<file path="config.mk">
export PLATFORM = sky130hd
export DESIGN_NAME = tcdm_master_port
export DESIGN_NICKNAME = d
export VERILOG_FILES = /design/src/source/tcdm_pkg.sv /design/src/source/tcdm_master_port.sv
export VERILOG_INCLUDE_DIRS = /design/src /design/src/source
export SDC_FILE = /design/constraint.sdc
export NUM_CORES = 1
export LEC_CHECK = 0
export ABC_AREA = 1
export BUFFER_PORTS_ARGS = -buffer_cell sky130_fd_sc_hd__buf_2
export CORE_AREA = 2 2 116 118
export DETAILED_ROUTE_END_ITERATION = 12
export DIE_AREA = 0 0 118 120
export GPL_ROUTABILITY_DRIVEN = 0
export SLEW_MARGIN = 10
export SYNTH_ARGS = -nofsm -noshare
export SYNTH_HDL_FRONTEND = slang
export SYNTH_SLANG_ARGS = --single-unit
</file>
<file path="constraint.sdc">
create_clock -name clk_i -period 1.5 [get_ports clk_i]
set_input_delay 0.3 -clock clk_i [delete_from_list [all_inputs] [get_ports clk_i]]
set_output_delay 0.3 -clock clk_i [all_outputs]
set_load 0.02 [all_outputs]
</file>
<file path="src/source/tcdm_consts.svh">
`ifndef TCDM_CONSTS_SVH
`define TCDM_CONSTS_SVH

// Requesters that share the scratchpad
`define TCDM_NB_MASTERS 4

// Word-interleaved banks, must stay a power of two
`define TCDM_NB_BANKS 4

// Depth of each bank in words
`define TCDM_BANK_WORDS 64

// Data word width in bits
`define TCDM_DATA_WIDTH 32

// Byte address width seen by the masters
`define TCDM_ADDR_WIDTH 32

// One enable per data byte
`define TCDM_BE_WIDTH 4

// Atomic code, bit 5 marks an atomic and bits 4..0 carry funct5
`define TCDM_ATOP_WIDTH 6

`endif

</file>
<file path="src/source/tcdm_pkg.sv">
`default_nettype none

package tcdm_pkg;

  // RISC-V AMO funct5 codes as carried in atop[4:0]
  typedef enum logic [4:0] {
    ATOP_ADD  = 5'b00000,
    ATOP_SWAP = 5'b00001,
    ATOP_LR   = 5'b00010,
    ATOP_SC   = 5'b00011,
    ATOP_XOR  = 5'b00100,
    ATOP_OR   = 5'b01000,
    ATOP_AND  = 5'b01100,
    ATOP_MIN  = 5'b10000,
    ATOP_MAX  = 5'b10100,
    ATOP_MINU = 5'b11000,
    ATOP_MAXU = 5'b11100
  } atop_e;

  // Operation carried out by a bank on its old word
  typedef enum logic [3:0] {
    AMO_NONE = 4'h0,
    AMO_SWAP = 4'h1,
    AMO_ADD  = 4'h2,
    AMO_AND  = 4'h3,
    AMO_OR   = 4'h4,
    AMO_XOR  = 4'h5,
    AMO_MAX  = 4'h6,
    AMO_MAXU = 4'h7,
    AMO_MIN  = 4'h8,
    AMO_MINU = 4'h9
  } amo_op_e;

endpackage

`default_nettype wire

</file>
<file path="src/source/tcdm_master_port.sv">
`timescale 1ns/100ps
`default_nettype none

`include "tcdm_consts.svh"

module tcdm_master_port (
  input  wire logic                                            clk_i,
  input  wire logic                                            arst_n_i,
  input  wire logic                                            req_i,
  input  wire logic [`TCDM_ADDR_WIDTH-1:0]                     add_i,
  input  wire logic                                            we_i,
  input  wire logic [`TCDM_DATA_WIDTH-1:0]                     wdata_i,
  input  wire logic [`TCDM_BE_WIDTH-1:0]                       be_i,
  input  wire logic [`TCDM_ATOP_WIDTH-1:0]                     atop_i,
  output logic                                                 gnt_o,
  output logic                                                 r_valid_o,
  output logic [`TCDM_DATA_WIDTH-1:0]                          r_rdata_o,
  output logic [`TCDM_NB_BANKS-1:0]                            bank_req_o,
  output logic [$clog2(`TCDM_BANK_WORDS)-1:0]                  word_o,
  output logic                                                 bank_we_o,
  output logic [`TCDM_DATA_WIDTH-1:0]                          bank_wdata_o,
  output logic [`TCDM_BE_WIDTH-1:0]                            bank_be_o,
  output tcdm_pkg::amo_op_e                                    amo_o,
  input  wire logic [`TCDM_NB_BANKS-1:0]                       bank_gnt_i,
  input  wire logic [`TCDM_NB_BANKS-1:0][`TCDM_DATA_WIDTH-1:0] bank_rdata_i
);

  localparam int unsigned NbBanks      = `TCDM_NB_BANKS;
  localparam int unsigned ByteOffWidth = $clog2(`TCDM_BE_WIDTH);
  localparam int unsigned BankSelWidth = $clog2(`TCDM_NB_BANKS);
  localparam int unsigned WordWidth    = $clog2(`TCDM_BANK_WORDS);

  logic [BankSelWidth-1:0] bank_sel;
  logic [BankSelWidth-1:0] bank_q;
  logic                    rvalid_q;
  logic                    atop_illegal;

  // Low bits pick the bank, the next ones the word, the rest alias
  assign bank_sel = add_i[ByteOffWidth +: BankSelWidth];
  assign word_o   = add_i[ByteOffWidth+BankSelWidth +: WordWidth];

  assign bank_req_o   = req_i ? (NbBanks'(1) << bank_sel) : '0;
  assign bank_wdata_o = wdata_i;
  assign bank_be_o    = be_i;
  // An atomic never counts as a plain write
  assign bank_we_o    = we_i & ~atop_i[5];

  // Map the funct5 code onto the bank operation
  always_comb begin
    amo_o        = tcdm_pkg::AMO_NONE;
    atop_illegal = 1'b0;
    if (atop_i[5]) begin
      case (atop_i[4:0])
        tcdm_pkg::ATOP_ADD:  amo_o = tcdm_pkg::AMO_ADD;
        tcdm_pkg::ATOP_SWAP: amo_o = tcdm_pkg::AMO_SWAP;
        tcdm_pkg::ATOP_XOR:  amo_o = tcdm_pkg::AMO_XOR;
        tcdm_pkg::ATOP_OR:   amo_o = tcdm_pkg::AMO_OR;
        tcdm_pkg::ATOP_AND:  amo_o = tcdm_pkg::AMO_AND;
        tcdm_pkg::ATOP_MIN:  amo_o = tcdm_pkg::AMO_MIN;
        tcdm_pkg::ATOP_MAX:  amo_o = tcdm_pkg::AMO_MAX;
        tcdm_pkg::ATOP_MINU: amo_o = tcdm_pkg::AMO_MINU;
        tcdm_pkg::ATOP_MAXU: amo_o = tcdm_pkg::AMO_MAXU;
        // LR, SC and malformed codes fall through to a plain read
        default:             atop_illegal = 1'b1;
      endcase
    end
  end

  // Only the addressed bank can grant us
  assign gnt_o = |(bank_gnt_i & bank_req_o);

  always_ff @(posedge clk_i or negedge arst_n_i) begin
    if (!arst_n_i) begin
      rvalid_q <= 1'b0;
      bank_q   <= '0;
    end else begin
      rvalid_q <= gnt_o;
      if (gnt_o) begin
        bank_q <= bank_sel;
      end
    end
  end

  // Fixed latency of one, the bank's data register is already loaded
  assign r_valid_o = rvalid_q;
  assign r_rdata_o = bank_rdata_i[bank_q];

  illegal_atop_a : assert property (
    @(posedge clk_i) disable iff (!arst_n_i)
    req_i && atop_i[5] |-> !atop_illegal
  ) else $error("unsupported or illegal atomic code %h", atop_i);

  // A waiting master must keep its request unchanged until granted
  req_hold_a : assert property (
    @(posedge clk_i) disable iff (!arst_n_i)
    req_i && !gnt_o |=> req_i && $stable({add_i, we_i, wdata_i, be_i, atop_i})
  ) else $error("request dropped or changed before grant");

endmodule

`default_nettype wire

</file>
# --- Yosys cells after proc, flatten, opt, wreduce, memory -nomap -nowiden ---
# Cells that the tools add are included.
totals:
  ff_bits: 3
  latchBits: 0
  ram_bits: 0
  mem_bits_ro: 0
  input_bits: 210
  output_inout_bits: 85
  wordCells: 22
  memories: 0
classes:
  add_sub_neg: 0
  n_mul: 0
  div: 0
  magnitude_cmp: 1
  n_eq_ne: 8
  shift: 1
  n_mux: 5
  n_bitwise: 3
  n_reduce_logical: 2
op_table:
  columns: ["op", "n"]
  rows:
  - ["binary-select mux 32 bit (select 2 bit)", 1]
  - ["one-hot mux 4 bit (9 select lines)", 1]
  - ["2-to-1 mux 32 bit", 1]
  - ["equality test 5 bit, second input constant", 4]
  - ["equality test 5 x 4 -> 1 bit, second input constant", 2]
  - ["2-to-1 mux 4 bit", 2]
  - ["equality test 5 x 1 -> 1 bit, second input constant", 1]
  - ["equality test 5 x 3 -> 1 bit, second input constant", 1]
  - ["zero test 5 bit", 1]
  - ["AND 4 bit", 1]
  - ["OR reduction 4 bit", 1]
  - ["left shift 1 x 2 -> 4 bit, first input constant", 1]
  - ["< comparator 2 x 3 -> 1 bit, second input constant", 1]
  - ["AND 1 bit", 1]
  - ["inverter 1 bit", 1]

# --- Depth between registers and ports, before layout ---
# Gate-level depths: netlist of run 1.
depth:
  ltp_word: 4
  ltp_mapped: 7
  ltp_nobuf: 7

# --- Least setup slack after synthesis of run 1 ---
# Ideal clock, no wire load.
synth_timing:
  path_kind: "reg2out"
  start: "register bank_q[0]"
  end: "output r_rdata_o[0]"
  arrival_time_ns: 1.140
  t_required_ns: 1.200
  slack_ns: 0.060
  stages_incl_launch_ff: 6
  path_cell_list: "dfrtp_1 buf_6 inv_6 buf_6 nor2_1 o22ai_1"
synth_via:
  elab_chain_cells: 2
synth_rtl:
  columns: ["item", "line_no", "source"]
  rows:
  - ["start: declaration", "tcdm_master_port.sv:34", "logic [BankSelWidth-1:0] bank_q;"]
  - ["start signal: assignment", "tcdm_master_port.sv:79", "bank_q <= bank_sel;"]
  - ["binary-select mux 32 bit (select 2 bit)", "tcdm_master_port.sv:86", "assign r_rdata_o = bank_rdata_i[bank_q];"]
  - ["2-to-1 mux 32 bit (not written as such)", "tcdm_master_port.sv:86", null]
  - ["end: declaration", "tcdm_master_port.sv:17", "output logic [`TCDM_DATA_WIDTH-1:0] r_rdata_o,"]
# No other way between the ends. The select of a mux whose other input is x is not followed.

# --- Worst setup path after layout of run 1 ---
layout_timing:
  start: "register bank_q[0]"
  end: "output r_rdata_o[15]"
# The elaborated chain is that of the path after synthesis.

==> metrics, run 1 <==
switch share 47.3%; maximum VDD drop about 0.00055 V; slowest cell delay on critical path between 0.5 and 0.6 ns; fin. max-slew vios 0; Die Y 120 um; DR WL/cell ~14 um; number of global-route vias before repair approximately 2400; grt ovf 0; Cells after Synth about 270; Synth Warn # 0; FF/Latch Area 78.8 sq um; clock slew at reported path FFs 0.03 ns; Rows between 40 and 50; Detail Route Antenna Nets 0; critical path capture point type primary output; clk root buf clkbuf_16; Synthesized Nets 481; achievable frequency between 0.5 and 0.6 GHz; Clk network pwr share 13.2%; Hold Path Class in -> reg; post-synthesis cell type count 24; Chip Width ~120 um; Synth area leader buf_4; Starting Density approximately an eighth; Iteration-0 DRC Markers 49; Critical Path Most Common Cell buf_12; initial antenna violation count 0; Final nets between 600 and 700; pwr/cell area approximately 1000 nW/um^2; DR vias/cell between 4 and 5; Reg power frac ~3.6%; post-synthesis register bit count 3; Power Total approximately 0.0032 W; Port-buffer cells about 190; Startpoint Class register; Period minus WS final 1.82 ns; CTS tree yes; CP Buf/Inv Count 3; most frequent cells in the layout 157 x buf_2, 47 x nor2_1, 37 x o21ai_1, 31 x buf_4, 24 x o22ai_1; status finished, violations left; failing checks setup timing; Total Wirelength about 8.5 mm; commonest non-fill, non-tap cell in the layout buf_2; GRT Total Usage approximately a tenth; DP HPWL 5.85 mm; CP cell instances buf_12 -> buf_12 -> o21ai_1 -> o22ai_1 -> buf_4; number of remaining DRC errors 0; post-synth top area share about 21%; DR pass1 iterations 4; share of layout cells above drive strength 1 between 60 and 70%; mean post-synth cell area around 5.6 sq um; htree depth 1; RSZ-0062 raised after global routing true; maximum clock path buffer count 2; total core area ~13000 sq um; largest cells by area after synthesis buf_4 21%, nor2_1 18%, o22ai_1 13%; number of antenna diodes 0; later-pin clock latency in the skew report between 0.2 and 0.25 ns; max-cap violations 0; Vias 2541; final worst-path setup slack -0.322 ns; fill cell count 1460; Period Utilization, post-route 121%; Place WS -0.0770 ns; Rel. slew slack between 80 and 90%; crit path DAT roughly 1.5 ns; largest net degree at the start of global routing 28; clk_skew 0 ns; TNS Setup -8.49 ns; crit path kind reg -> out; Hold Vio Cnt, Final 0; Req. time, crit path 1.20 ns; crit-path leading delay family flip-flops; I/O pin cnt approximately 300; setup violators final 32; multi-input logic area 1160 sq um; CTS Buf Count 3; Int Pwr ~0.0017 W; Die Area approximately 14000 sq um; worst slew pin tran between 0.2 and 0.25 ns; first-pass GRT wire length 11.6 mm; Seq/Total Area, Yosys between 4 and 5%; largest fanout on the critical path 14; Num Clock Sinks 3; share of total power in combinational logic around 83%; Psw between 0.0015 and 0.002 W; synthesized area roughly 1500 sq um; CP max stage cell dfrtp_4; Area Growth Syn to Fin 102%; Lkg Pwr 1.51 nW
-- area by class of cell --
type	count	share of cell area (%)
inverter	11	2.20
clock buffer	4	2.56
sequential	3	2.56
timing repair inverter	2	0.813
timing repair buffer	214	47.0
tap	176	7.16
multi-input combinational	196	37.7
-- layer usage --
metal  track usage, %  vias to the layer above  wire length (um)
met1             11.1                     1146              3250
li1                 -                     1212                 -
met2             19.4                      147              4400
met5                0                        -                 0
met4             3.16                        0               217
met3             1.71                       36               653
-- cell families after synthesis --
| logic type | count (synthesis) | share of synthesized area [%] |
|---|---|---|
| buf+inv | 72 | 33.4 |
| compound gates | 99 | 35.3 |
| xor+xnor | 1 | 0.575 |
| simple gates | 96 | 25.8 |
| flops | 3 | 4.93 |
-- sequential cells by signal, indices dropped and copies added, names as in the netlist --
name / flops
bank_q: 2
r_valid_o: 1
-- through the flow --
step                      cells  utilization (%)  instance area [sq um]  hold WS, ns
after detailed placement    590             18.5                   2400        0.104
after global placement      590             18.5                   2400        0.101
after floorplan             271                -                   1520      0.00441
final                       606             23.7                   3080        0.387
after global routing        606             23.7                   3080        0.419
after CTS                   599             20.4                   2650        0.390
-- power by group through the flow --
stage          logic [W]  clock network [W]  registers [W]
3_3_place_gp     0.00187                  0       0.000118
2_1_floorplan    0.00132                  0       0.000108
5_1_grt          0.00286           0.000441       0.000118
4_1_cts          0.00212           0.000430       0.000124
3_5_place_dp     0.00187                  0       0.000118
6_report         0.00266           0.000422       0.000116
-- tightest hold or removal path: stages --
cell	delay, ns
buf_2	0.13
o21ai_0	0.08
nand2_1	0.05
-- cells in the mapped netlist (all sizes together) --
master,n
inv,11
clkbuf,4
a21oi,1
xor2,1
o21bai,1
nand4,4
nor3b,1
dfrtp,3
o22ai,32
nor3,2
o21ai,65
nand3,1
nand2,13
nor2,75
buf,57
-- path summary, 6_finish.rpt --
| kind | from | endpoint | slack [ns] | cells after the start |
|---|---|---|---|---|
| min | add_i[2] | bank_q[0]$_DFFE_PN0P_ | 0.39 | 3 |
| min reg2reg | bank_q[1]$_DFFE_PN0P_ | bank_q[1]$_DFFE_PN0P_ | 0.84 | 3 |
| max | bank_q[0]$_DFFE_PN0P_ | r_rdata_o[15] | -0.32 | 5 |
| min in group asynchronous | arst_n_i | bank_q[0]$_DFFE_PN0P_ | 0.41 | 2 |
| max in group asynchronous | arst_n_i | bank_q[0]$_DFFE_PN0P_ | 0.97 | 2 |
| max reg2reg | bank_q[0]$_DFFE_PN0P_ | bank_q[0]$_DFFE_PN0P_ | 0.40 | 4 |
-- repair_timing --
action                                  CTS  global route
cloned                                    1             6
buffers inserted                          3             2
endpoints found under the setup margin   32            33
endpoints found under the hold margin     3             0
resized for setup                        38           107
pin swaps                                 1            10
hold buffers                              1             0
(Power assumes the default switching activity.)
==> run 2: changes to the inputs <==
--- a/config.mk
+++ b/config.mk
@@ -7,10 +7,11 @@
 export NUM_CORES = 1
 export LEC_CHECK = 0
 export ABC_AREA = 1
-export BUFFER_PORTS_ARGS = -buffer_cell sky130_fd_sc_hd__buf_2
-export CORE_AREA = 2 2 116 118
+export CORE_AREA = 2 2 114 116
+export CTS_BUF_LIST = sky130_fd_sc_hd__clkbuf_8
 export DETAILED_ROUTE_END_ITERATION = 12
-export DIE_AREA = 0 0 118 120
+export DIE_AREA = 0 0 116 118
+export DONT_BUFFER_PORTS = 1
 export GPL_ROUTABILITY_DRIVEN = 0
 export SLEW_MARGIN = 10
 export SYNTH_ARGS = -nofsm -noshare
==> run 2 against run 1 <==
Effect of this change: die area fell by 3.3%; the flow still finishes with violations (setup timing); wire length fell by 18%; highest routed layer unchanged; largest cell class is now multi-input gates; cell count fell by 26%.
==> metrics, run 2 (same netlist as run 1, synthesis figures left out) <==
Total Wirelength around 7 mm; clk root buf clkbuf_8; Vias slightly below 2000; Critical Path Most Common Cell buf_12; max-cap violations 0; share of layout cells above drive strength 1 a little under half; Die Area 13700 sq um; most frequent cells in the layout 53 x nor2_1, 39 x buf_4, 27 x o22ai_1, 25 x o21ai_2, 21 x o21ai_1; worst-case reg-to-reg path depth 3; CTS tree yes; crit path kind reg -> out; Crit path depth 6; fin. max-slew vios 0; CP Buf/Inv Count 4; clock slew at reported path FFs 0.03 ns; CP cell instances buf_12 -> clkinv_8 -> buf_12 -> nor2_2 -> o22ai_1 -> buf_4; clk_skew 0 ns; Hold Vio Cnt, Final 0; Power Total between 0.002 and 0.003 W; Crit. Startpoint bank_q[0]$_DFFE_PN0P_; critical path capture point type primary output; GRT Total Usage between 8 and 9%; later-pin clock latency in the skew report 0.21 ns; largest net degree at the start of global routing 28; Die Y 118 um; Rel. slew slack 74.6%; number of antenna diodes 0; Startpoint Class register; achievable frequency a little under 0.6 GHz; WHS 0.226 ns; Final nets 487; largest fanout on the critical path 8; initial antenna violation count 0; crit path DAT 1.42 ns; Req. time, crit path 1.20 ns; Largest Register bank_q; pwr/cell area 1190 nW/um^2; total core area 12400 sq um; Lkg Pwr approximately 0.88 nW; number of remaining DRC errors 0; DR pass1 iterations 4; R2R setup slack a little over 0.6 ns; maximum VDD drop between 0.0004 and 0.0005 V; I/O pin cnt around 300; first-pass GRT wire length about 8.8 mm; worst setup path end r_rdata_o[20]; commonest non-fill, non-tap cell in the layout nor2_1; Port-buffer cells 0; Layout Utilization between 10% and 20%; CTS Buf Count 3; Iteration-0 DRC Markers 23; number of global-route vias before repair between 1500 and 2000; grt ovf 0; Rows 41; DR vias/cell roughly 4.4; RR Startpoint bank_q[1]$_DFFE_PN0P_; fill cell count around 1400; FF-to-FF End bank_q[1]$_DFFE_PN0P_; Num Clock Sinks 3; DP HPWL about 5.2 mm; Largest register FFs 2; setup violators final 32; slowest cell delay on critical path between 0.4 and 0.5 ns; final worst-path setup slack -0.216 ns; Period minus WS final between 1.5 and 2 ns; Place WS -0.0128 ns; failing checks setup timing; DR WL/cell between 15 and 20 um; htree depth 1; Area Growth Syn to Fin 48.5%; CP max stage cell dfrtp_2; Starting Density between 10% and 20%; Period Utilization, post-route 114%; crit-path leading delay family buffers and inverters; RSZ-0062 raised after global routing true; worst slew pin tran about 0.38 ns; Chip Width about 120 um; Hold Path Class in -> reg; status finished, violations left; Detail Route Antenna Nets 0; maximum clock path buffer count 2
## run 2: cell count changes in the layout (fill, tap and decap cells not counted), moves of 6 or more
cell | before | now
buf_4 | 31 | 39
o21ai_0 | 8 | 15
nor2_1 | 47 | 53
buf_2 | 157 | 0
o21ai_1 | 37 | 21
## run 2: through the flow
| step | TNS (ns) | std cells | instance area [sq um] |
|---|---|---|---|
| floorplan | 0 | 271 | 1520 |
| global placement | -0.0198 | 434 | 1710 |
| detailed placement | -0.0449 | 434 | 1710 |
| CTS | -6.35 | 444 | 1900 |
| global route | -7.93 | 448 | 2260 |
| finish | -5.95 | 448 | 2260 |
## run 2: repair_timing
action | in CTS | in global routing
setup endpoints to repair | 32 | 32
hold buffers | 1 | 0
setup buffers | 2 | 0
resized for setup | 28 | 79
gates cloned | 3 | 4
pin swaps | 9 | 21
hold endpoints to repair | 3 | 0
## run 2: metal layers
layer / track usage [%] / up-vias / routed length (um)
met5: 0 / - / 0
met4: 3.94 / 0 / 230
met3: 1.80 / 24 / 624
met2: 15.8 / 130 / 3560
met1: 8.19 / 907 / 2540
li1: - / 907 / -
## run 2: final cells by class
cell class                 count  area (sq um)  share of cell area [%]
clock inverter                 1          3.75                   0.166
timing repair buffer          61           663                    29.3
clock buffer                   3          41.3                    1.82
multi-input combinational    196          1180                    52.1
timing repair inverter         1          16.3                   0.719
inverter                      11          67.6                    2.99
tap                          172           215                    9.51
sequential                     3          76.3                    3.37
## run 2: power breakdown
| part | switching (W) | total (W) | internal, W |
|---|---|---|---|
| logic | 0.00128 | 0.00236 | 0.00107 |
| registers | 0.0000214 | 0.000117 | 0.0000959 |
| clock network | 0.0000519 | 0.000226 | 0.000174 |
## run 2: worst reg2reg max path, stage by stage (launching register included)
cell      delay [ns]
dfrtp_1         0.42
inv_2           0.12
buf_4           0.15
o21bai_1        0.07
## run 2: worst min path at each step
stage	start	end	slack, ns	depth (start not counted)
2_1_floorplan	arst_n_i	bank_q[0]$_DFFE_PN0P_	0.004	0
3_3_place_gp	arst_n_i	r_valid_o$_DFF_PN0_	0.005	0
3_5_place_dp	arst_n_i	r_valid_o$_DFF_PN0_	0.005	0
4_1_cts	add_i[2]	bank_q[0]$_DFFE_PN0P_	0.22	2
5_1_grt	add_i[2]	bank_q[0]$_DFFE_PN0P_	0.25	2
6_report	add_i[2]	bank_q[0]$_DFFE_PN0P_	0.23	2
