**src/source/tcdm_consts.svh**
```systemverilog
`ifndef TCDM_CONSTS_SVH
`define TCDM_CONSTS_SVH

// Requesters that share the scratchpad
`define TCDM_NB_MASTERS 4

// Word-interleaved banks, must stay a power of two
`define TCDM_NB_BANKS 4

// Depth of each bank in words
`define TCDM_BANK_WORDS 64

// Data word width in bits
`define TCDM_DATA_WIDTH 32

// Byte address width seen by the masters
`define TCDM_ADDR_WIDTH 32

// One enable per data byte
`define TCDM_BE_WIDTH 4

// Atomic code, bit 5 marks an atomic and bits 4..0 carry funct5
`define TCDM_ATOP_WIDTH 6

`endif

```
**src/source/tcdm_pkg.sv**
```systemverilog
`default_nettype none

package tcdm_pkg;

  // RISC-V AMO funct5 codes as carried in atop[4:0]
  typedef enum logic [4:0] {
    ATOP_ADD  = 5'b00000,
    ATOP_SWAP = 5'b00001,
    ATOP_LR   = 5'b00010,
    ATOP_SC   = 5'b00011,
    ATOP_XOR  = 5'b00100,
    ATOP_OR   = 5'b01000,
    ATOP_AND  = 5'b01100,
    ATOP_MIN  = 5'b10000,
    ATOP_MAX  = 5'b10100,
    ATOP_MINU = 5'b11000,
    ATOP_MAXU = 5'b11100
  } atop_e;

  // Operation carried out by a bank on its old word
  typedef enum logic [3:0] {
    AMO_NONE = 4'h0,
    AMO_SWAP = 4'h1,
    AMO_ADD  = 4'h2,
    AMO_AND  = 4'h3,
    AMO_OR   = 4'h4,
    AMO_XOR  = 4'h5,
    AMO_MAX  = 4'h6,
    AMO_MAXU = 4'h7,
    AMO_MIN  = 4'h8,
    AMO_MINU = 4'h9
  } amo_op_e;

endpackage

`default_nettype wire

```
**src/source/tcdm_bank_arbiter.sv**
```systemverilog
`timescale 1ns/100ps
`default_nettype none

`include "tcdm_consts.svh"

module tcdm_bank_arbiter #(
  parameter int unsigned NumIn = `TCDM_NB_MASTERS
) (
  input  wire logic                                              clk_i,
  input  wire logic                                              arst_n_i,
  input  wire logic [NumIn-1:0]                                  req_i,
  input  wire logic [NumIn-1:0][$clog2(`TCDM_BANK_WORDS)-1:0]    word_i,
  input  wire logic [NumIn-1:0]                                  we_i,
  input  wire logic [NumIn-1:0][`TCDM_DATA_WIDTH-1:0]            wdata_i,
  input  wire logic [NumIn-1:0][`TCDM_BE_WIDTH-1:0]              be_i,
  input  tcdm_pkg::amo_op_e [NumIn-1:0]                          amo_i,
  output logic [NumIn-1:0]                                       gnt_o,
  output logic                                                   valid_o,
  output logic [$clog2(`TCDM_BANK_WORDS)-1:0]                    word_o,
  output logic                                                   we_o,
  output logic [`TCDM_DATA_WIDTH-1:0]                            wdata_o,
  output logic [`TCDM_BE_WIDTH-1:0]                              be_o,
  output tcdm_pkg::amo_op_e                                      amo_o
);

  localparam int unsigned IdxWidth = (NumIn > 1) ? $clog2(NumIn) : 1;

  logic [IdxWidth-1:0] ptr_q;
  logic [IdxWidth-1:0] win;
  logic                found;

  // Search from the pointer upwards and wrap around
  always_comb begin : rr_pick
    int unsigned idx;
    found = 1'b0;
    win   = ptr_q;
    gnt_o = '0;
    for (int unsigned i = 0; i < NumIn; i++) begin
      idx = (32'(ptr_q) + i) % NumIn;
      if (!found && req_i[idx]) begin
        found      = 1'b1;
        win        = IdxWidth'(idx);
        gnt_o[idx] = 1'b1;
      end
    end
  end

  assign valid_o = found;

  // Winner's payload goes straight to the bank
  assign word_o  = word_i[win];
  assign we_o    = we_i[win];
  assign wdata_o = wdata_i[win];
  assign be_o    = be_i[win];
  assign amo_o   = amo_i[win];

  always_ff @(posedge clk_i or negedge arst_n_i) begin
    if (!arst_n_i) begin
      ptr_q <= '0;
    end else if (found) begin
      ptr_q <= (32'(win) == NumIn - 1) ? '0 : win + 1'b1;
    end
  end

  gnt_onehot_a : assert property (
    @(posedge clk_i) disable iff (!arst_n_i)
    $onehot0(gnt_o)
  ) else $error("bank granted more than one master: %b", gnt_o);

  gnt_to_req_a : assert property (
    @(posedge clk_i) disable iff (!arst_n_i)
    (gnt_o & ~req_i) == '0
  ) else $error("grant %b without request %b", gnt_o, req_i);

endmodule

`default_nettype wire

```
**config.mk**
```make
export PLATFORM = sky130hd
export DESIGN_NAME = tcdm_bank_arbiter
export DESIGN_NICKNAME = d
export VERILOG_FILES = /design/src/source/tcdm_pkg.sv /design/src/source/tcdm_bank_arbiter.sv
export VERILOG_INCLUDE_DIRS = /design/src /design/src/source
export SDC_FILE = /design/constraint.sdc
export NUM_CORES = 1
export LEC_CHECK = 0
export BUFFER_PORTS_ARGS = -buffer_cell sky130_fd_sc_hd__buf_2
export CAP_MARGIN = 30
export CORE_AREA = 2 2 96 98
export CTS_CLUSTER_SIZE = 30
export DETAILED_ROUTE_END_ITERATION = 12
export DIE_AREA = 0 0 98 100
export PLACE_DENSITY = 0.56
export SLEW_MARGIN = 20
export SYNTH_ARGS = -nofsm -noshare
export SYNTH_HDL_FRONTEND = slang
export SYNTH_SLANG_ARGS = --single-unit
```
**constraint.sdc**
```tcl
create_clock -name clk_i -period 9.7 [get_ports clk_i]
set_clock_uncertainty 0.15 [all_clocks]
set_input_delay 1.94 -clock clk_i [delete_from_list [all_inputs] [get_ports clk_i]]
set_output_delay 1.94 -clock clk_i [all_outputs]
set_load 0.03 [all_outputs]
```
## After elaboration in Yosys (flattened, before gate mapping)

Cells that the tools add are included.

- Register bits: 2
- Bits in latches: 0
- Memory bits (writable): 0
- ROM bits: 0
- Output and inout bits: 52
- Word-level logic and storage cells: 66
- Memories kept: 0

- $add $sub $neg: 4
- Multiply operators: 0
- Divide/modulo/power cells: 0
- Order comparisons: 9
- Eq/ne operators: 1
- Shifts and indexed selects: 0
- Muxes and demuxes: 38
- Bitwise operators: 3
- Reduce and logical (&&, ||, !) cells: 10

Operator list:

| operator | count |
|---|---|
| $bmux W32 S2 | 1 |
| $mux W32 | 1 |
| $mux W4 | 6 |
| $bmux W4 S2 | 2 |
| $lt A2 B3 Y1 const B | 5 |
| $mux W1 | 13 |
| $bmux W6 S2 | 1 |
| $or A4 B4 Y4 | 3 |
| $bmux W1 S2 | 5 |
| $demux W1 S2 | 4 |
| $ge A2 B1 Y1 const B | 4 |
| $mux W2 | 4 |
| $logic_and A1 B1 Y1 | 7 |
| $mux W6 | 1 |
| $add A2 B1 Y2 const B | 2 |
| $add A2 B2 Y2 const B | 2 |
| $logic_not A1 Y1 | 3 |
| $eq A2 B2 Y1 const B | 1 |

## Depth between registers and ports, before layout

Gate-level depths: netlist of the first run.

- Depth in word-level cells: 14
- Mapped depth: 10
- Gate-level depth less buffers: 7

## Worst setup path before layout of the first run

No wires, ideal clock.

- Path type: input to output
- Start point: in req_i[2]
- End point: out amo_o[0]
- Data arrival time: 4149 ps
- Data required time: 7610 ps
- Setup slack: 3461 ps
- Stages: 8
- Buffers on the path: 3
- Path through: clkbuf_1 > mux4_2 > nand2b_1 > and4_4 > nor2_2 > buf_6 > buf_6 > mux4_2

- Longest elaborated chain between the ends: 14
- Elaborated cells on any way between the ends: 22
- Classes of those cells: 16 x mux; 6 x reduce/logical

Ends and longest elaborated chain:

| item | RTL line | RTL |
|---|---|---|
| start, declared | tcdm_bank_arbiter.sv:11 | `input wire logic [NumIn-1:0] req_i,` |
| $bmux W1 S2 | tcdm_bank_arbiter.sv:40 | `if (!found && req_i[idx]) begin` |
| $mux W1 (implied by the code) | tcdm_bank_arbiter.sv:40 |  |
| $mux W1 | tcdm_bank_arbiter.sv:40 |  |
| $logic_not A1 Y1 | tcdm_bank_arbiter.sv:40 |  |
| $logic_and A1 B1 Y1 | tcdm_bank_arbiter.sv:40 |  |
| $mux W1 | tcdm_bank_arbiter.sv:40 |  |
| $logic_not A1 Y1 | tcdm_bank_arbiter.sv:40 |  |
| $logic_and A1 B1 Y1 | tcdm_bank_arbiter.sv:40 |  |
| $mux W1 | tcdm_bank_arbiter.sv:40 |  |
| $logic_not A1 Y1 | tcdm_bank_arbiter.sv:40 |  |
| $logic_and A1 B1 Y1 | tcdm_bank_arbiter.sv:40 |  |
| $mux W2 * | tcdm_bank_arbiter.sv:40 |  |
| $bmux W4 S2 * | tcdm_bank_arbiter.sv:55 | `assign amo_o = amo_i[win];` |
| $mux W4 (implied by the code) * | tcdm_bank_arbiter.sv:55 |  |
| end, declared | tcdm_bank_arbiter.sv:23 | `output tcdm_pkg::amo_op_e amo_o` |

Every way passes the cells marked *; elsewhere a longest branch is shown, timed or not. The select of a mux whose other input is x is not followed.

## Worst setup path in the final report of the first run

- Start point: in req_i[3]
- End point: out wdata_o[6]

- Longest elaborated chain between the ends: 14
- Elaborated cells on any way between the ends: 22
- Classes of those cells: 16 x mux; 6 x reduce/logical

Ends and longest elaborated chain:

| item | RTL line | RTL |
|---|---|---|
| $bmux W1 S2 | tcdm_bank_arbiter.sv:40 |  |
| $mux W1 (implied by the code) | tcdm_bank_arbiter.sv:40 |  |
| $mux W1 | tcdm_bank_arbiter.sv:40 |  |
| $logic_not A1 Y1 | tcdm_bank_arbiter.sv:40 |  |
| $logic_and A1 B1 Y1 | tcdm_bank_arbiter.sv:40 |  |
| $mux W1 | tcdm_bank_arbiter.sv:40 |  |
| $logic_not A1 Y1 | tcdm_bank_arbiter.sv:40 |  |
| $logic_and A1 B1 Y1 | tcdm_bank_arbiter.sv:40 |  |
| $mux W1 | tcdm_bank_arbiter.sv:40 |  |
| $logic_not A1 Y1 | tcdm_bank_arbiter.sv:40 |  |
| $logic_and A1 B1 Y1 | tcdm_bank_arbiter.sv:40 |  |
| $mux W2 * | tcdm_bank_arbiter.sv:40 |  |
| $bmux W32 S2 * | tcdm_bank_arbiter.sv:53 | `assign wdata_o = wdata_i[win];` |
| $mux W32 (implied by the code) * | tcdm_bank_arbiter.sv:53 |  |
| end, declared | tcdm_bank_arbiter.sv:21 | `` output logic [`TCDM_DATA_WIDTH-1:0] wdata_o, `` |

Marks and branches as above.

==> flow_results.xml, run 1 <==
<?xml version="1.0" encoding="UTF-8"?>
<metrics>
  <group name="clock_tree">
    <metric name="clock_latency" unit="ns">0.21</metric>
    <metric name="clock_tree.htree_level_count" unit="">1</metric>
    <metric name="clk_path_buf_depth" unit="">2</metric>
    <metric name="cts_hold_buf" unit="">0</metric>
    <metric name="clockRootBuffer" unit="">sky130_fd_sc_hd__clkbuf_8</metric>
    <metric name="clkTransAtPathRegs" unit="ns">0.03</metric>
    <metric name="postCtsSetupBuffers" unit="">0</metric>
    <metric name="clkSinkCount" unit="">2</metric>
    <metric name="clock_tree_from_tritoncts" unit="">built</metric>
    <metric name="cts_resized" unit="">0</metric>
    <metric name="tritoncts.num_buffers" unit="">3</metric>
  </group>
  <group name="finish">
    <metric name="largest_register_ff_count" unit="">2</metric>
    <metric name="drive_gt1_share" unit="%">86.9</metric>
    <metric name="nNetsFinal" unit="">553</metric>
    <metric name="layout.filler_cells" unit="">914</metric>
    <metric name="regMostFlops" unit="">ptr_q</metric>
    <metric name="finalInstanceArea" unit="sq um">3020</metric>
    <metric name="top_regs" unit="">ptr_q (2)</metric>
    <metric name="layout_commonest_cell" unit="">sky130_fd_sc_hd__buf_2</metric>
    <metric name="areaGrowthSynthToFinish" unit="%">82.2</metric>
    <metric name="commonest_cells_after_routing_fill_and_taps_aside" unit="">sky130_fd_sc_hd__buf_2, sky130_fd_sc_hd__mux4_2, sky130_fd_sc_hd__a22oi_1</metric>
  </group>
  <group name="setup_path">
    <metric name="crit_path_max_fanout" unit="">20</metric>
    <metric name="reg2reg_depth" unit="">7</metric>
    <metric name="crit_chain" unit="">buf_2 &gt; mux4_2 &gt; nand2b_1 &gt; and4_4 &gt; nor2_4 &gt; buf_4 &gt; mux4_2 &gt; buf_2</metric>
    <metric name="regToRegEndpoint" unit="">ptr_q[1]</metric>
    <metric name="worst_path_largest_cell_delay" unit="ns">0.58</metric>
    <metric name="crit_path_start_kind" unit="">primary input</metric>
    <metric name="cpLargestDelayFamily" unit="">multiplexers</metric>
    <metric name="critical_path.endpoint_type" unit="">output pin</metric>
    <metric name="worst-path-buf-inv" unit="">3</metric>
    <metric name="setup.worst_path.class" unit="">primary input to output pin</metric>
    <metric name="worstPathRequired" unit="ns">7.61</metric>
    <metric name="rr_startpoint" unit="">ptr_q[0]</metric>
    <metric name="r2r_slack" unit="ns">6.77</metric>
    <metric name="cp_slowest_cell" unit="">sky130_fd_sc_hd__mux4_2</metric>
    <metric name="data_arrival_critical_path" unit="ns">4.72</metric>
  </group>
  <group name="die">
    <metric name="core" unit="sq um">8890</metric>
    <metric name="floorplan.die.height" unit="um">100</metric>
    <metric name="die_footprint" unit="sq um">9800</metric>
    <metric name="number_of_core_rows" unit="">35</metric>
    <metric name="ios" unit="">246</metric>
    <metric name="initial_core_util" unit="%">18.6</metric>
    <metric name="die_width" unit="um">98</metric>
  </group>
  <group name="logic_synthesis">
    <metric name="ys_seq_area_share" unit="%">3.02</metric>
    <metric name="cell_types_occupying_the_most_area_after_synthesis" unit="">sky130_fd_sc_hd__mux4_2, sky130_fd_sc_hd__ha_1, sky130_fd_sc_hd__a22oi_1</metric>
    <metric name="cells_after_synthesis" unit="">113</metric>
    <metric name="synthesis.nets" unit="">312</metric>
    <metric name="synth.lib_cells_used.distinct" unit="">31</metric>
    <metric name="synth_top_cell_by_area" unit="">sky130_fd_sc_hd__mux4_2</metric>
    <metric name="postSynthAreaPerCell" unit="sq um">14.6</metric>
    <metric name="synth_top_area_share" unit="%">68.0</metric>
    <metric name="ys.warnings.count" unit="">0</metric>
    <metric name="synth_seq_cells" unit="">2</metric>
    <metric name="combined_area_of_all_synthesized_cells" unit="sq um">1660</metric>
  </group>
  <group name="timing">
    <metric name="report.final.slew_viol_count" unit="">0</metric>
    <metric name="finalCritPeriodShare" unit="%">70.2</metric>
    <metric name="finish_stage_setup_viols" unit="">0</metric>
    <metric name="tightestPinTransition" unit="ns">0.511</metric>
    <metric name="max_slew_margin" unit="%">65.9</metric>
    <metric name="setup_tns" unit="ns">0</metric>
    <metric name="fmaxAchievable" unit="MHz">147</metric>
    <metric name="rsz_0062_raised_after_global_routing" unit="">false</metric>
    <metric name="timing.final.hold_violations" unit="">0</metric>
    <metric name="finalHoldWorstSlack" unit="ns">0.564</metric>
    <metric name="timing.final.crit_period" unit="ns">6.81</metric>
  </group>
  <group name="drt">
    <metric name="drt_wl_total" unit="um">7820</metric>
    <metric name="detailroute.via_count" unit="">2222</metric>
    <metric name="route.antenna.remaining_nets" unit="">0</metric>
    <metric name="firstDrtPassIters" unit="">4</metric>
    <metric name="wl_per_cell" unit="um">16.8</metric>
    <metric name="first_iter_violations" unit="">68</metric>
    <metric name="drcViolationCount" unit="">0</metric>
    <metric name="vias_per_cell" unit="">4.78</metric>
  </group>
  <group name="flow_run">
    <metric name="drv.max_cap_violation_count" unit="">0</metric>
  </group>
  <group name="place">
    <metric name="detailed_place_hpwl" unit="um">6950</metric>
    <metric name="place.gp.congestion" unit="">0.817</metric>
    <metric name="number_of_buffers_inserted_by_port_buffering" unit="">245</metric>
    <metric name="post_dp_cell_area" unit="sq um">2970</metric>
  </group>
  <group name="worst_hold_path">
    <metric name="whs_path_depth" unit="">2</metric>
    <metric name="min_path_type" unit="">register to register</metric>
    <metric name="hold_path_end" unit="">ptr_q[1]</metric>
    <metric name="min-delay-start" unit="">ptr_q[1]</metric>
  </group>
  <group name="global_routing">
    <metric name="global_route_wire_length_before_repair" unit="um">11000</metric>
    <metric name="grt_pass1_vias" unit="">2233</metric>
    <metric name="grt_start_max_net_pins" unit="">29</metric>
    <metric name="grt_overflow" unit="">0</metric>
    <metric name="grtUsageTotal" unit="%">14.0</metric>
    <metric name="number_of_antenna_violations_at_the_first_check_in_global_routing" unit="">3</metric>
  </group>
  <group name="power_and_ir_drop">
    <metric name="power.ir.vdd_worst" unit="V">0.000231</metric>
    <metric name="power" unit="W">0.00144</metric>
    <metric name="power_density" unit="nW/um^2">478</metric>
    <metric name="p_leak" unit="nW">1.50</metric>
  </group>
  <group name="outcome">
    <metric name="status" unit="">finished clean</metric>
  </group>
</metrics>
## final cells by class
class | count | area (sq um) | share of cell area (%)
multi-input cells | 95 | 1510 | 49.9
repair buffers | 248 | 1260 | 41.8
well taps | 111 | 139 | 4.60
flip-flops and latches | 2 | 50.0 | 1.66
clock buffers | 3 | 41.3 | 1.37
inverters | 4 | 15.0 | 0.498
diodes | 2 | 5.00 | 0.166
## synth_stat cells
cell	number
sky130_fd_sc_hd__mux4_2	50
sky130_fd_sc_hd__a31oi_4	1
sky130_fd_sc_hd__nand2_1	1
sky130_fd_sc_hd__and2_1	1
sky130_fd_sc_hd__or3b_1	2
sky130_fd_sc_hd__nor2b_1	1
sky130_fd_sc_hd__xnor2_1	1
sky130_fd_sc_hd__dfrtp_1	2
sky130_fd_sc_hd__clkbuf_1	2
sky130_fd_sc_hd__nor2_2	1
sky130_fd_sc_hd__o2111ai_1	1
sky130_fd_sc_hd__a2111o_1	2
sky130_fd_sc_hd__buf_2	4
sky130_fd_sc_hd__nor4_1	1
sky130_fd_sc_hd__a2111oi_0	1
sky130_fd_sc_hd__nand3b_1	2
sky130_fd_sc_hd__mux2_2	1
sky130_fd_sc_hd__inv_1	4
sky130_fd_sc_hd__a211oi_1	1
sky130_fd_sc_hd__buf_4	1
sky130_fd_sc_hd__o21bai_1	1
sky130_fd_sc_hd__nor2_1	2
sky130_fd_sc_hd__o21ai_0	5
sky130_fd_sc_hd__ha_1	5
sky130_fd_sc_hd__buf_6	5
sky130_fd_sc_hd__nand2b_1	1
sky130_fd_sc_hd__a22oi_1	8
sky130_fd_sc_hd__nor3b_1	2
sky130_fd_sc_hd__a21boi_0	1
sky130_fd_sc_hd__and4_4	1
sky130_fd_sc_hd__mux2i_1	2
## report_power, final
part            total, W  internal, W  switching, W
Sequential     0.0000285    0.0000133     0.0000152
Combinational    0.00138     0.000564      0.000817
Clock          0.0000323    0.0000262    0.00000607
Total            0.00144     0.000603      0.000839
## cells by family (layout without fill, tap and decap cells)
kind of cell	Yosys count	count (layout)	synth area share, %
AND/OR/NAND/NOR	15	15	6.12
AO/OA/AOI/OAI	21	21	10.2
adder cells (fa/ha/maj)	5	5	3.78
other	0	2	0
buffers and inverters	16	255	6.42
multiplexers	53	53	69.9
flip-flops	2	2	3.02
XOR/XNOR	1	1	0.529
## worst reg2reg max path, cell delays in order, from the launching register on
cell,delay [ns]
sky130_fd_sc_hd__dfrtp_1,0.65
sky130_fd_sc_hd__inv_1,0.26
sky130_fd_sc_hd__ha_1,0.41
sky130_fd_sc_hd__mux4_2,0.58
sky130_fd_sc_hd__nand2b_1,0.19
sky130_fd_sc_hd__and4_4,0.29
sky130_fd_sc_hd__o2111ai_1,0.10
sky130_fd_sc_hd__nor3b_1,0.16
## through the flow
stage               cells  setup WS, ns  util (%)
floorplan             113          3.46         -
global placement      459          2.90      33.2
detailed placement    460          2.84      33.4
CTS                   463          2.84      33.9
global route          464          2.65      33.9
finish                465          2.89      33.9
## how the worst max path moves through the flow
| stage | start | end | depth (start not counted) |
|---|---|---|---|
| after global placement | req_i[3] | wdata_o[29] | 8 |
| after detailed placement | req_i[3] | wdata_o[8] | 8 |
| after floorplan | req_i[2] | amo_o[0] | 8 |
| after global routing | req_i[2] | we_o | 8 |
| after CTS | req_i[3] | wdata_o[6] | 8 |
| final | req_i[3] | wdata_o[6] | 8 |
## metal layers
layer | GRT usage [%] | up-vias | share of wire [%]
met2 | 24.7 | 156 | 51
li1 | - | 1009 | -
met4 | 2.99 | 2 | 1.3
met5 | 0 | - | 0.090
met1 | 16.6 | 1045 | 36
met3 | 4.81 | 10 | 11
Note: power is estimated with default switching activity, not from simulation.
==> inputs of run 2 (changes only) <==
--- a/config.mk
+++ b/config.mk
@@ -8,11 +8,11 @@
 export LEC_CHECK = 0
 export BUFFER_PORTS_ARGS = -buffer_cell sky130_fd_sc_hd__buf_2
 export CAP_MARGIN = 30
-export CORE_AREA = 2 2 96 98
+export CORE_AREA = 2 2 94 96
 export CTS_CLUSTER_SIZE = 30
 export DETAILED_ROUTE_END_ITERATION = 12
-export DIE_AREA = 0 0 98 100
-export PLACE_DENSITY = 0.56
+export DIE_AREA = 0 0 96 98
+export PLACE_DENSITY = 0.6
 export SLEW_MARGIN = 20
 export SYNTH_ARGS = -nofsm -noshare
 export SYNTH_HDL_FRONTEND = slang
==> constraint.sdc (replaced) <==
create_clock -name clk_i -period 6.22 [get_ports clk_i]
set_clock_uncertainty 0.15 [all_clocks]
set_input_delay 1.244 -clock clk_i [delete_from_list [all_inputs] [get_ports clk_i]]
set_output_delay 1.244 -clock clk_i [all_outputs]
set_load 0.03 [all_outputs]
==> flow_results.xml, run 2 (same netlist as run 1, synthesis figures left out) <==
<?xml version="1.0" encoding="UTF-8"?>
<metrics>
  <group name="power_and_ir_drop">
    <metric name="p_leak" unit="nW">1.50</metric>
    <metric name="power.ir.vdd_worst" unit="V">0.000351</metric>
    <metric name="power_density" unit="nW/um^2">749</metric>
  </group>
  <group name="timing">
    <metric name="setup_tns" unit="ns">0</metric>
    <metric name="finalCritPeriodShare" unit="%">84.2</metric>
    <metric name="fmaxAchievable" unit="MHz">191</metric>
    <metric name="rsz_0062_raised_after_global_routing" unit="">false</metric>
    <metric name="finish_stage_setup_viols" unit="">0</metric>
    <metric name="max_slew_margin" unit="%">60.2</metric>
    <metric name="timing.final.crit_period" unit="ns">5.24</metric>
    <metric name="timing.final.hold_violations" unit="">0</metric>
    <metric name="tightestPinTransition" unit="ns">0.597</metric>
    <metric name="report.final.slew_viol_count" unit="">0</metric>
  </group>
  <group name="worst_hold_path">
    <metric name="whs_path_depth" unit="">2</metric>
    <metric name="hold_path_end" unit="">ptr_q[1]</metric>
    <metric name="min-delay-start" unit="">ptr_q[1]</metric>
    <metric name="min_path_type" unit="">register to register</metric>
  </group>
  <group name="die">
    <metric name="floorplan.die.height" unit="um">98</metric>
    <metric name="initial_core_util" unit="%">19.6</metric>
    <metric name="die_width" unit="um">96</metric>
    <metric name="die_footprint" unit="sq um">9410</metric>
    <metric name="core" unit="sq um">8470</metric>
    <metric name="number_of_core_rows" unit="">34</metric>
    <metric name="ios" unit="">246</metric>
  </group>
  <group name="finish">
    <metric name="areaGrowthSynthToFinish" unit="%">81.6</metric>
    <metric name="nNetsFinal" unit="">554</metric>
    <metric name="regMostFlops" unit="">ptr_q</metric>
    <metric name="finalInstanceArea" unit="sq um">3010</metric>
    <metric name="layout_commonest_cell" unit="">sky130_fd_sc_hd__buf_2</metric>
    <metric name="drive_gt1_share" unit="%">87.0</metric>
    <metric name="commonest_cells_after_routing_fill_and_taps_aside" unit="">sky130_fd_sc_hd__buf_2, sky130_fd_sc_hd__mux4_2, sky130_fd_sc_hd__a22oi_1</metric>
    <metric name="top_regs" unit="">ptr_q (2)</metric>
    <metric name="largest_register_ff_count" unit="">2</metric>
  </group>
  <group name="place">
    <metric name="detailed_place_hpwl" unit="um">7370</metric>
    <metric name="number_of_buffers_inserted_by_port_buffering" unit="">245</metric>
    <metric name="place.gp.congestion" unit="">0.843</metric>
    <metric name="post_dp_cell_area" unit="sq um">2960</metric>
  </group>
  <group name="global_routing">
    <metric name="grt_pass1_vias" unit="">2294</metric>
    <metric name="grtUsageTotal" unit="%">15.9</metric>
    <metric name="number_of_antenna_violations_at_the_first_check_in_global_routing" unit="">0</metric>
    <metric name="global_route_wire_length_before_repair" unit="um">11600</metric>
    <metric name="grt_start_max_net_pins" unit="">26</metric>
    <metric name="grt_overflow" unit="">0</metric>
  </group>
  <group name="clock_tree">
    <metric name="postCtsSetupBuffers" unit="">0</metric>
    <metric name="cts_resized" unit="">0</metric>
    <metric name="clk_path_buf_depth" unit="">2</metric>
    <metric name="clock_latency" unit="ns">0.22</metric>
    <metric name="clock_tree_from_tritoncts" unit="">built</metric>
    <metric name="clkTransAtPathRegs" unit="ns">0.03</metric>
    <metric name="tritoncts.num_buffers" unit="">3</metric>
    <metric name="cts_hold_buf" unit="">0</metric>
    <metric name="clock_tree.htree_level_count" unit="">1</metric>
    <metric name="clockRootBuffer" unit="">sky130_fd_sc_hd__clkbuf_8</metric>
    <metric name="clkSinkCount" unit="">2</metric>
  </group>
  <group name="setup_path">
    <metric name="cp.depth" unit="">9</metric>
    <metric name="worst-path-buf-inv" unit="">3</metric>
    <metric name="data_arrival_critical_path" unit="ns">3.84</metric>
    <metric name="worstPathRequired" unit="ns">4.83</metric>
    <metric name="worst_path_largest_cell_delay" unit="ns">0.66</metric>
    <metric name="crit_path_max_fanout" unit="">25</metric>
    <metric name="cp_slowest_cell" unit="">sky130_fd_sc_hd__dfrtp_1</metric>
    <metric name="critical_path.endpoint_type" unit="">output pin</metric>
    <metric name="cpLargestDelayFamily" unit="">multiplexers</metric>
    <metric name="setup.worst_path.class" unit="">register to output pin</metric>
    <metric name="critical-path-top-cell-by-count" unit="">sky130_fd_sc_hd__mux4_2</metric>
    <metric name="crit_path_start_kind" unit="">register</metric>
    <metric name="crit_chain" unit="">inv_1 &gt; ha_1 &gt; mux4_2 &gt; nand2b_1 &gt; a31oi_4 &gt; nor2_4 &gt; buf_4 &gt; mux4_2 &gt; buf_2</metric>
    <metric name="regToRegEndpoint" unit="">ptr_q[1]</metric>
    <metric name="reg2reg_depth" unit="">7</metric>
    <metric name="rr_startpoint" unit="">ptr_q[0]</metric>
    <metric name="r2r_slack" unit="ns">3.19</metric>
  </group>
  <group name="drt">
    <metric name="drcViolationCount" unit="">0</metric>
    <metric name="drt_wl_total" unit="um">8210</metric>
    <metric name="wl_per_cell" unit="um">17.8</metric>
    <metric name="detailroute.via_count" unit="">2297</metric>
    <metric name="vias_per_cell" unit="">4.97</metric>
    <metric name="route.antenna.remaining_nets" unit="">0</metric>
    <metric name="first_iter_violations" unit="">114</metric>
    <metric name="firstDrtPassIters" unit="">4</metric>
  </group>
  <group name="outcome">
    <metric name="status" unit="">finished clean</metric>
  </group>
  <group name="flow_run">
    <metric name="drv.max_cap_violation_count" unit="">0</metric>
  </group>
</metrics>
==> run 2: changes by cell type in the layout (fill, tap and decap cells not counted), sizes merged <==
cell   delta
diode     -1
buf       +1
==> run 2: how the worst max path moves through the flow <==
stage / endpoint / slack, ns / start
final: word_o[1] / 0.98 / ptr_q[0]
after global routing: word_o[0] / 0.68 / ptr_q[0]
after CTS: word_o[1] / 0.94 / ptr_q[0]
after detailed placement: amo_o[3] / 1.04 / req_i[3]
after global placement: word_o[1] / 1.09 / req_i[3]
after floorplan: amo_o[0] / 1.37 / req_i[2]
==> run 2: metal layers <==
layer / part of all wire (%) / global-route usage (%) / vias to the layer above
met4: 0.26 / 1.76 / 0
met5: 0 / 0 / -
met3: 11 / 2.62 / 2
li1: - / - / 1012
met2: 49 / 27.0 / 185
met1: 39 / 21.8 / 1098
==> run 2: worst min-delay path, cell delays in order, from the launching register on <==
cell	delay, ns
sky130_fd_sc_hd__dfrtp_1	0.48
sky130_fd_sc_hd__nor2_1	0.14
sky130_fd_sc_hd__nor3b_1	0.07
==> run 2: metrics by stage <==
step	setup WS [ns]	total power (W)	utilization [%]	hold WS, ns	instances
after global routing	0.683	0.00240	35.5	0.632	461
final	0.985	0.00225	35.5	0.591	462
after global placement	1.09	0.00220	35.0	0.597	458
after floorplan	1.37	0.00176	-	0.502	113
after detailed placement	1.04	0.00222	35.0	0.590	458
after CTS	0.936	0.00228	35.5	0.594	461
==> run 2: power breakdown <==
group	total, W	internal, W	switching (W)
logic	0.00215	0.000874	0.00128
registers	0.0000456	0.0000206	0.0000250
clock network	0.0000533	0.0000411	0.0000122
total	0.00225	0.000936	0.00132
==> run 2: area by class of cell <==
cell class	instances	area, sq um
Antenna cell	1	2.50
Inverter	4	15.0
Clock buffer	3	41.3
Multi-Input combinational cell	95	1510
Fill cell	855	5460
Sequential cell	2	50.0
Timing Repair Buffer	249	1260
Tap cell	108	135
==> inputs of run 3 (changes only) <==
--- a/config.mk
+++ b/config.mk
@@ -6,13 +6,14 @@
 export SDC_FILE = /design/constraint.sdc
 export NUM_CORES = 1
 export LEC_CHECK = 0
+export ABC_AREA = 1
 export BUFFER_PORTS_ARGS = -buffer_cell sky130_fd_sc_hd__buf_2
 export CAP_MARGIN = 30
-export CORE_AREA = 2 2 94 96
+export CORE_AREA = 2 2 95 97
 export CTS_CLUSTER_SIZE = 30
 export DETAILED_ROUTE_END_ITERATION = 12
-export DIE_AREA = 0 0 96 98
-export PLACE_DENSITY = 0.6
+export DIE_AREA = 0 0 97 99
+export PLACE_DENSITY = 0.7
 export SLEW_MARGIN = 20
 export SYNTH_ARGS = -nofsm -noshare
 export SYNTH_HDL_FRONTEND = slang
==> constraint.sdc (replaced) <==
create_clock -name clk_i -period 5.1 [get_ports clk_i]
set_clock_uncertainty 0.15 [all_clocks]
set_input_delay 1.02 -clock clk_i [delete_from_list [all_inputs] [get_ports clk_i]]
set_output_delay 1.02 -clock clk_i [all_outputs]
set_load 0.03 [all_outputs]
==> flow_results.xml, run 3 <==
<?xml version="1.0" encoding="UTF-8"?>
<metrics>
  <group name="die">
    <metric name="floorplan.die.height" unit="um">99</metric>
    <metric name="core" unit="sq um">8550</metric>
    <metric name="die_footprint" unit="sq um">9600</metric>
    <metric name="die_width" unit="um">97</metric>
    <metric name="number_of_core_rows" unit="">34</metric>
    <metric name="initial_core_util" unit="%">31.6</metric>
    <metric name="ios" unit="">246</metric>
  </group>
  <group name="logic_synthesis">
    <metric name="ys.warnings.count" unit="">0</metric>
    <metric name="postSynthAreaPerCell" unit="sq um">4.83</metric>
    <metric name="ys_seq_area_share" unit="%">1.85</metric>
    <metric name="synth.most_common_cell" unit="">sky130_fd_sc_hd__nand2_1</metric>
    <metric name="synth.lib_cells_used.distinct" unit="">24</metric>
    <metric name="cell_types_occupying_the_most_area_after_synthesis" unit="">sky130_fd_sc_hd__nand2_1, sky130_fd_sc_hd__nand3_1, sky130_fd_sc_hd__nand3b_1</metric>
    <metric name="synth-edff-count" unit="">0</metric>
    <metric name="async_reset_ff_share" unit="%">100</metric>
    <metric name="synth_flop_cell" unit="">sky130_fd_sc_hd__dfrtp_1</metric>
    <metric name="synth_seq_cells" unit="">2</metric>
    <metric name="combined_area_of_all_synthesized_cells" unit="sq um">2700</metric>
    <metric name="synth_top_area_share" unit="%">36.5</metric>
    <metric name="synthesis.nets" unit="">758</metric>
    <metric name="synth.top_cells.by_count" unit="">sky130_fd_sc_hd__nand2_1, sky130_fd_sc_hd__nand3_1, sky130_fd_sc_hd__inv_1, sky130_fd_sc_hd__nand3b_1, sky130_fd_sc_hd__buf_2</metric>
    <metric name="synth_top_cell_by_area" unit="">sky130_fd_sc_hd__nand2_1</metric>
    <metric name="cells_after_synthesis" unit="">559</metric>
  </group>
  <group name="global_routing">
    <metric name="grtUsageTotal" unit="%">19.9</metric>
    <metric name="global_route_wire_length_before_repair" unit="um">16700</metric>
    <metric name="grt_overflow" unit="">0</metric>
    <metric name="grt_pass1_vias" unit="">3728</metric>
    <metric name="grt_start_max_net_pins" unit="">96</metric>
    <metric name="number_of_antenna_violations_at_the_first_check_in_global_routing" unit="">0</metric>
  </group>
  <group name="timing">
    <metric name="max_slew_margin" unit="%">66.8</metric>
    <metric name="report.final.slew_viol_count" unit="">0</metric>
    <metric name="fmaxAchievable" unit="MHz">229</metric>
    <metric name="setup_tns" unit="ns">0</metric>
    <metric name="rsz_0062_raised_after_global_routing" unit="">false</metric>
    <metric name="finalCritPeriodShare" unit="%">85.6</metric>
    <metric name="finish_stage_setup_viols" unit="">0</metric>
    <metric name="timing.final.hold_violations" unit="">0</metric>
    <metric name="timing.final.crit_period" unit="ns">4.37</metric>
    <metric name="tightestPinTransition" unit="ns">0.497</metric>
  </group>
  <group name="finish">
    <metric name="largest_register_ff_count" unit="">2</metric>
    <metric name="layout_commonest_cell" unit="">sky130_fd_sc_hd__nand2_1</metric>
    <metric name="regMostFlops" unit="">ptr_q</metric>
    <metric name="areaGrowthSynthToFinish" unit="%">46.3</metric>
    <metric name="drive_gt1_share" unit="%">34.9</metric>
    <metric name="top_regs" unit="">ptr_q (2)</metric>
    <metric name="antenna-diode-count" unit="">0</metric>
    <metric name="commonest_cells_after_routing_fill_and_taps_aside" unit="">sky130_fd_sc_hd__nand2_1, sky130_fd_sc_hd__buf_2, sky130_fd_sc_hd__nand3_1</metric>
    <metric name="nNetsFinal" unit="">974</metric>
  </group>
  <group name="setup_path">
    <metric name="data_arrival_critical_path" unit="ns">3.20</metric>
    <metric name="crit_path_start_kind" unit="">primary input</metric>
    <metric name="worstPathRequired" unit="ns">3.93</metric>
    <metric name="crit_path_max_fanout" unit="">37</metric>
    <metric name="critical_path.endpoint_type" unit="">output pin</metric>
    <metric name="setup.worst_path.class" unit="">primary input to output pin</metric>
    <metric name="r2r_slack" unit="ns">2.11</metric>
    <metric name="cp-startpoint" unit="">req_i[3]</metric>
    <metric name="rr_startpoint" unit="">ptr_q[0]</metric>
  </group>
  <group name="clock_tree">
    <metric name="clock_tree_from_tritoncts" unit="">built</metric>
    <metric name="clockRootBuffer" unit="">sky130_fd_sc_hd__clkbuf_8</metric>
    <metric name="clock_tree.htree_level_count" unit="">1</metric>
    <metric name="cts_hold_buf" unit="">0</metric>
    <metric name="cts_resized" unit="">0</metric>
    <metric name="postCtsSetupBuffers" unit="">0</metric>
    <metric name="clock_latency" unit="ns">0.21</metric>
    <metric name="clk_path_buf_depth" unit="">2</metric>
    <metric name="clkTransAtPathRegs" unit="ns">0.03</metric>
    <metric name="tritoncts.num_buffers" unit="">3</metric>
    <metric name="clkSinkCount" unit="">2</metric>
  </group>
  <group name="flow_run">
    <metric name="drv.max_cap_violation_count" unit="">0</metric>
  </group>
  <group name="drt">
    <metric name="vias_per_cell" unit="">4.72</metric>
    <metric name="wl_per_cell" unit="um">11.7</metric>
    <metric name="firstDrtPassIters" unit="">4</metric>
    <metric name="route.antenna.remaining_nets" unit="">0</metric>
    <metric name="drt_wl_total" unit="um">10300</metric>
    <metric name="detailroute.via_count" unit="">4159</metric>
    <metric name="drcViolationCount" unit="">0</metric>
    <metric name="first_iter_violations" unit="">190</metric>
  </group>
  <group name="worst_hold_path">
    <metric name="min_path_type" unit="">primary input to async pin</metric>
  </group>
  <group name="outcome">
    <metric name="status" unit="">finished clean</metric>
  </group>
  <group name="place">
    <metric name="detailed_place_hpwl" unit="um">7670</metric>
    <metric name="place.gp.congestion" unit="">0.990</metric>
    <metric name="number_of_buffers_inserted_by_port_buffering" unit="">245</metric>
  </group>
</metrics>
run 3: worst paths after layout:
kind	end	cells past startpoint
setup / recovery	word_o[4]	15
hold / removal	ptr_q[1]	1
setup reg to reg	ptr_q[1]	13
hold reg to reg	ptr_q[1]	2
max in group asynchronous	ptr_q[0]	1
min in group clk_i	ptr_q[1]	2
run 3: area by class of cell:
cell class	instances	area, sq um
multi-input cells	454	2170
well taps	108	135
repair buffers	253	1320
clock buffers	3	41.3
inverters	61	231
flip-flops and latches	2	50.0
fillers	982	4600
run 3: metal layers:
layer,vias to the layer above,wire (um),track usage [%]
met4,0,233,5.20
met2,201,5040,36.2
met1,1751,4220,24.8
met5,-,0,0
met3,24,787,2.70
li1,2183,-,-
run 3: kinds of logic after synthesis:
| kind of cell | Yosys count | synth area share [%] |
|---|---|---|
| flops | 2 | 1.85 |
| simple gates | 434 | 74.2 |
| fa+ha+maj | 5 | 2.32 |
| buf+inv | 103 | 18.7 |
| compound gates | 15 | 2.96 |
run 3: worst max-delay path: stages:
cell and delay [ns]:
sky130_fd_sc_hd__buf_2 0.10, sky130_fd_sc_hd__nand2_1 0.08, sky130_fd_sc_hd__nand3_1 0.12, sky130_fd_sc_hd__nand2_1 0.30, sky130_fd_sc_hd__nand2_1 0.26, sky130_fd_sc_hd__nand2_1 0.07
sky130_fd_sc_hd__nand2_1 0.10, sky130_fd_sc_hd__nand2_4 0.08, sky130_fd_sc_hd__nand2_4 0.32, sky130_fd_sc_hd__buf_4 0.31, sky130_fd_sc_hd__nand2_1 0.07, sky130_fd_sc_hd__nand2_1 0.06
sky130_fd_sc_hd__nand2_1 0.05, sky130_fd_sc_hd__nand2_1 0.06, sky130_fd_sc_hd__buf_2 0.19
run 3: stage by stage:
step | instances | setup slack, ns | utilization [%] | hold slack [ns] | instance area, sq um
3_5_place_dp | 878 | 0.737 | 45.7 | 0.521 | 3910
6_report | 881 | 0.733 | 46.2 | 0.443 | 3950
4_1_cts | 881 | 0.740 | 46.2 | 0.440 | 3950
3_3_place_gp | 878 | 0.791 | 45.7 | 0.512 | 3910
5_1_grt | 881 | 0.449 | 46.2 | 0.434 | 3950
2_1_floorplan | 559 | 1.53 | - | 0.426 | 2700
Power of run 3 is left out: the tool's default activity adds up to more than one toggle a clock period on the data nets, which glitch-free logic cannot reach.
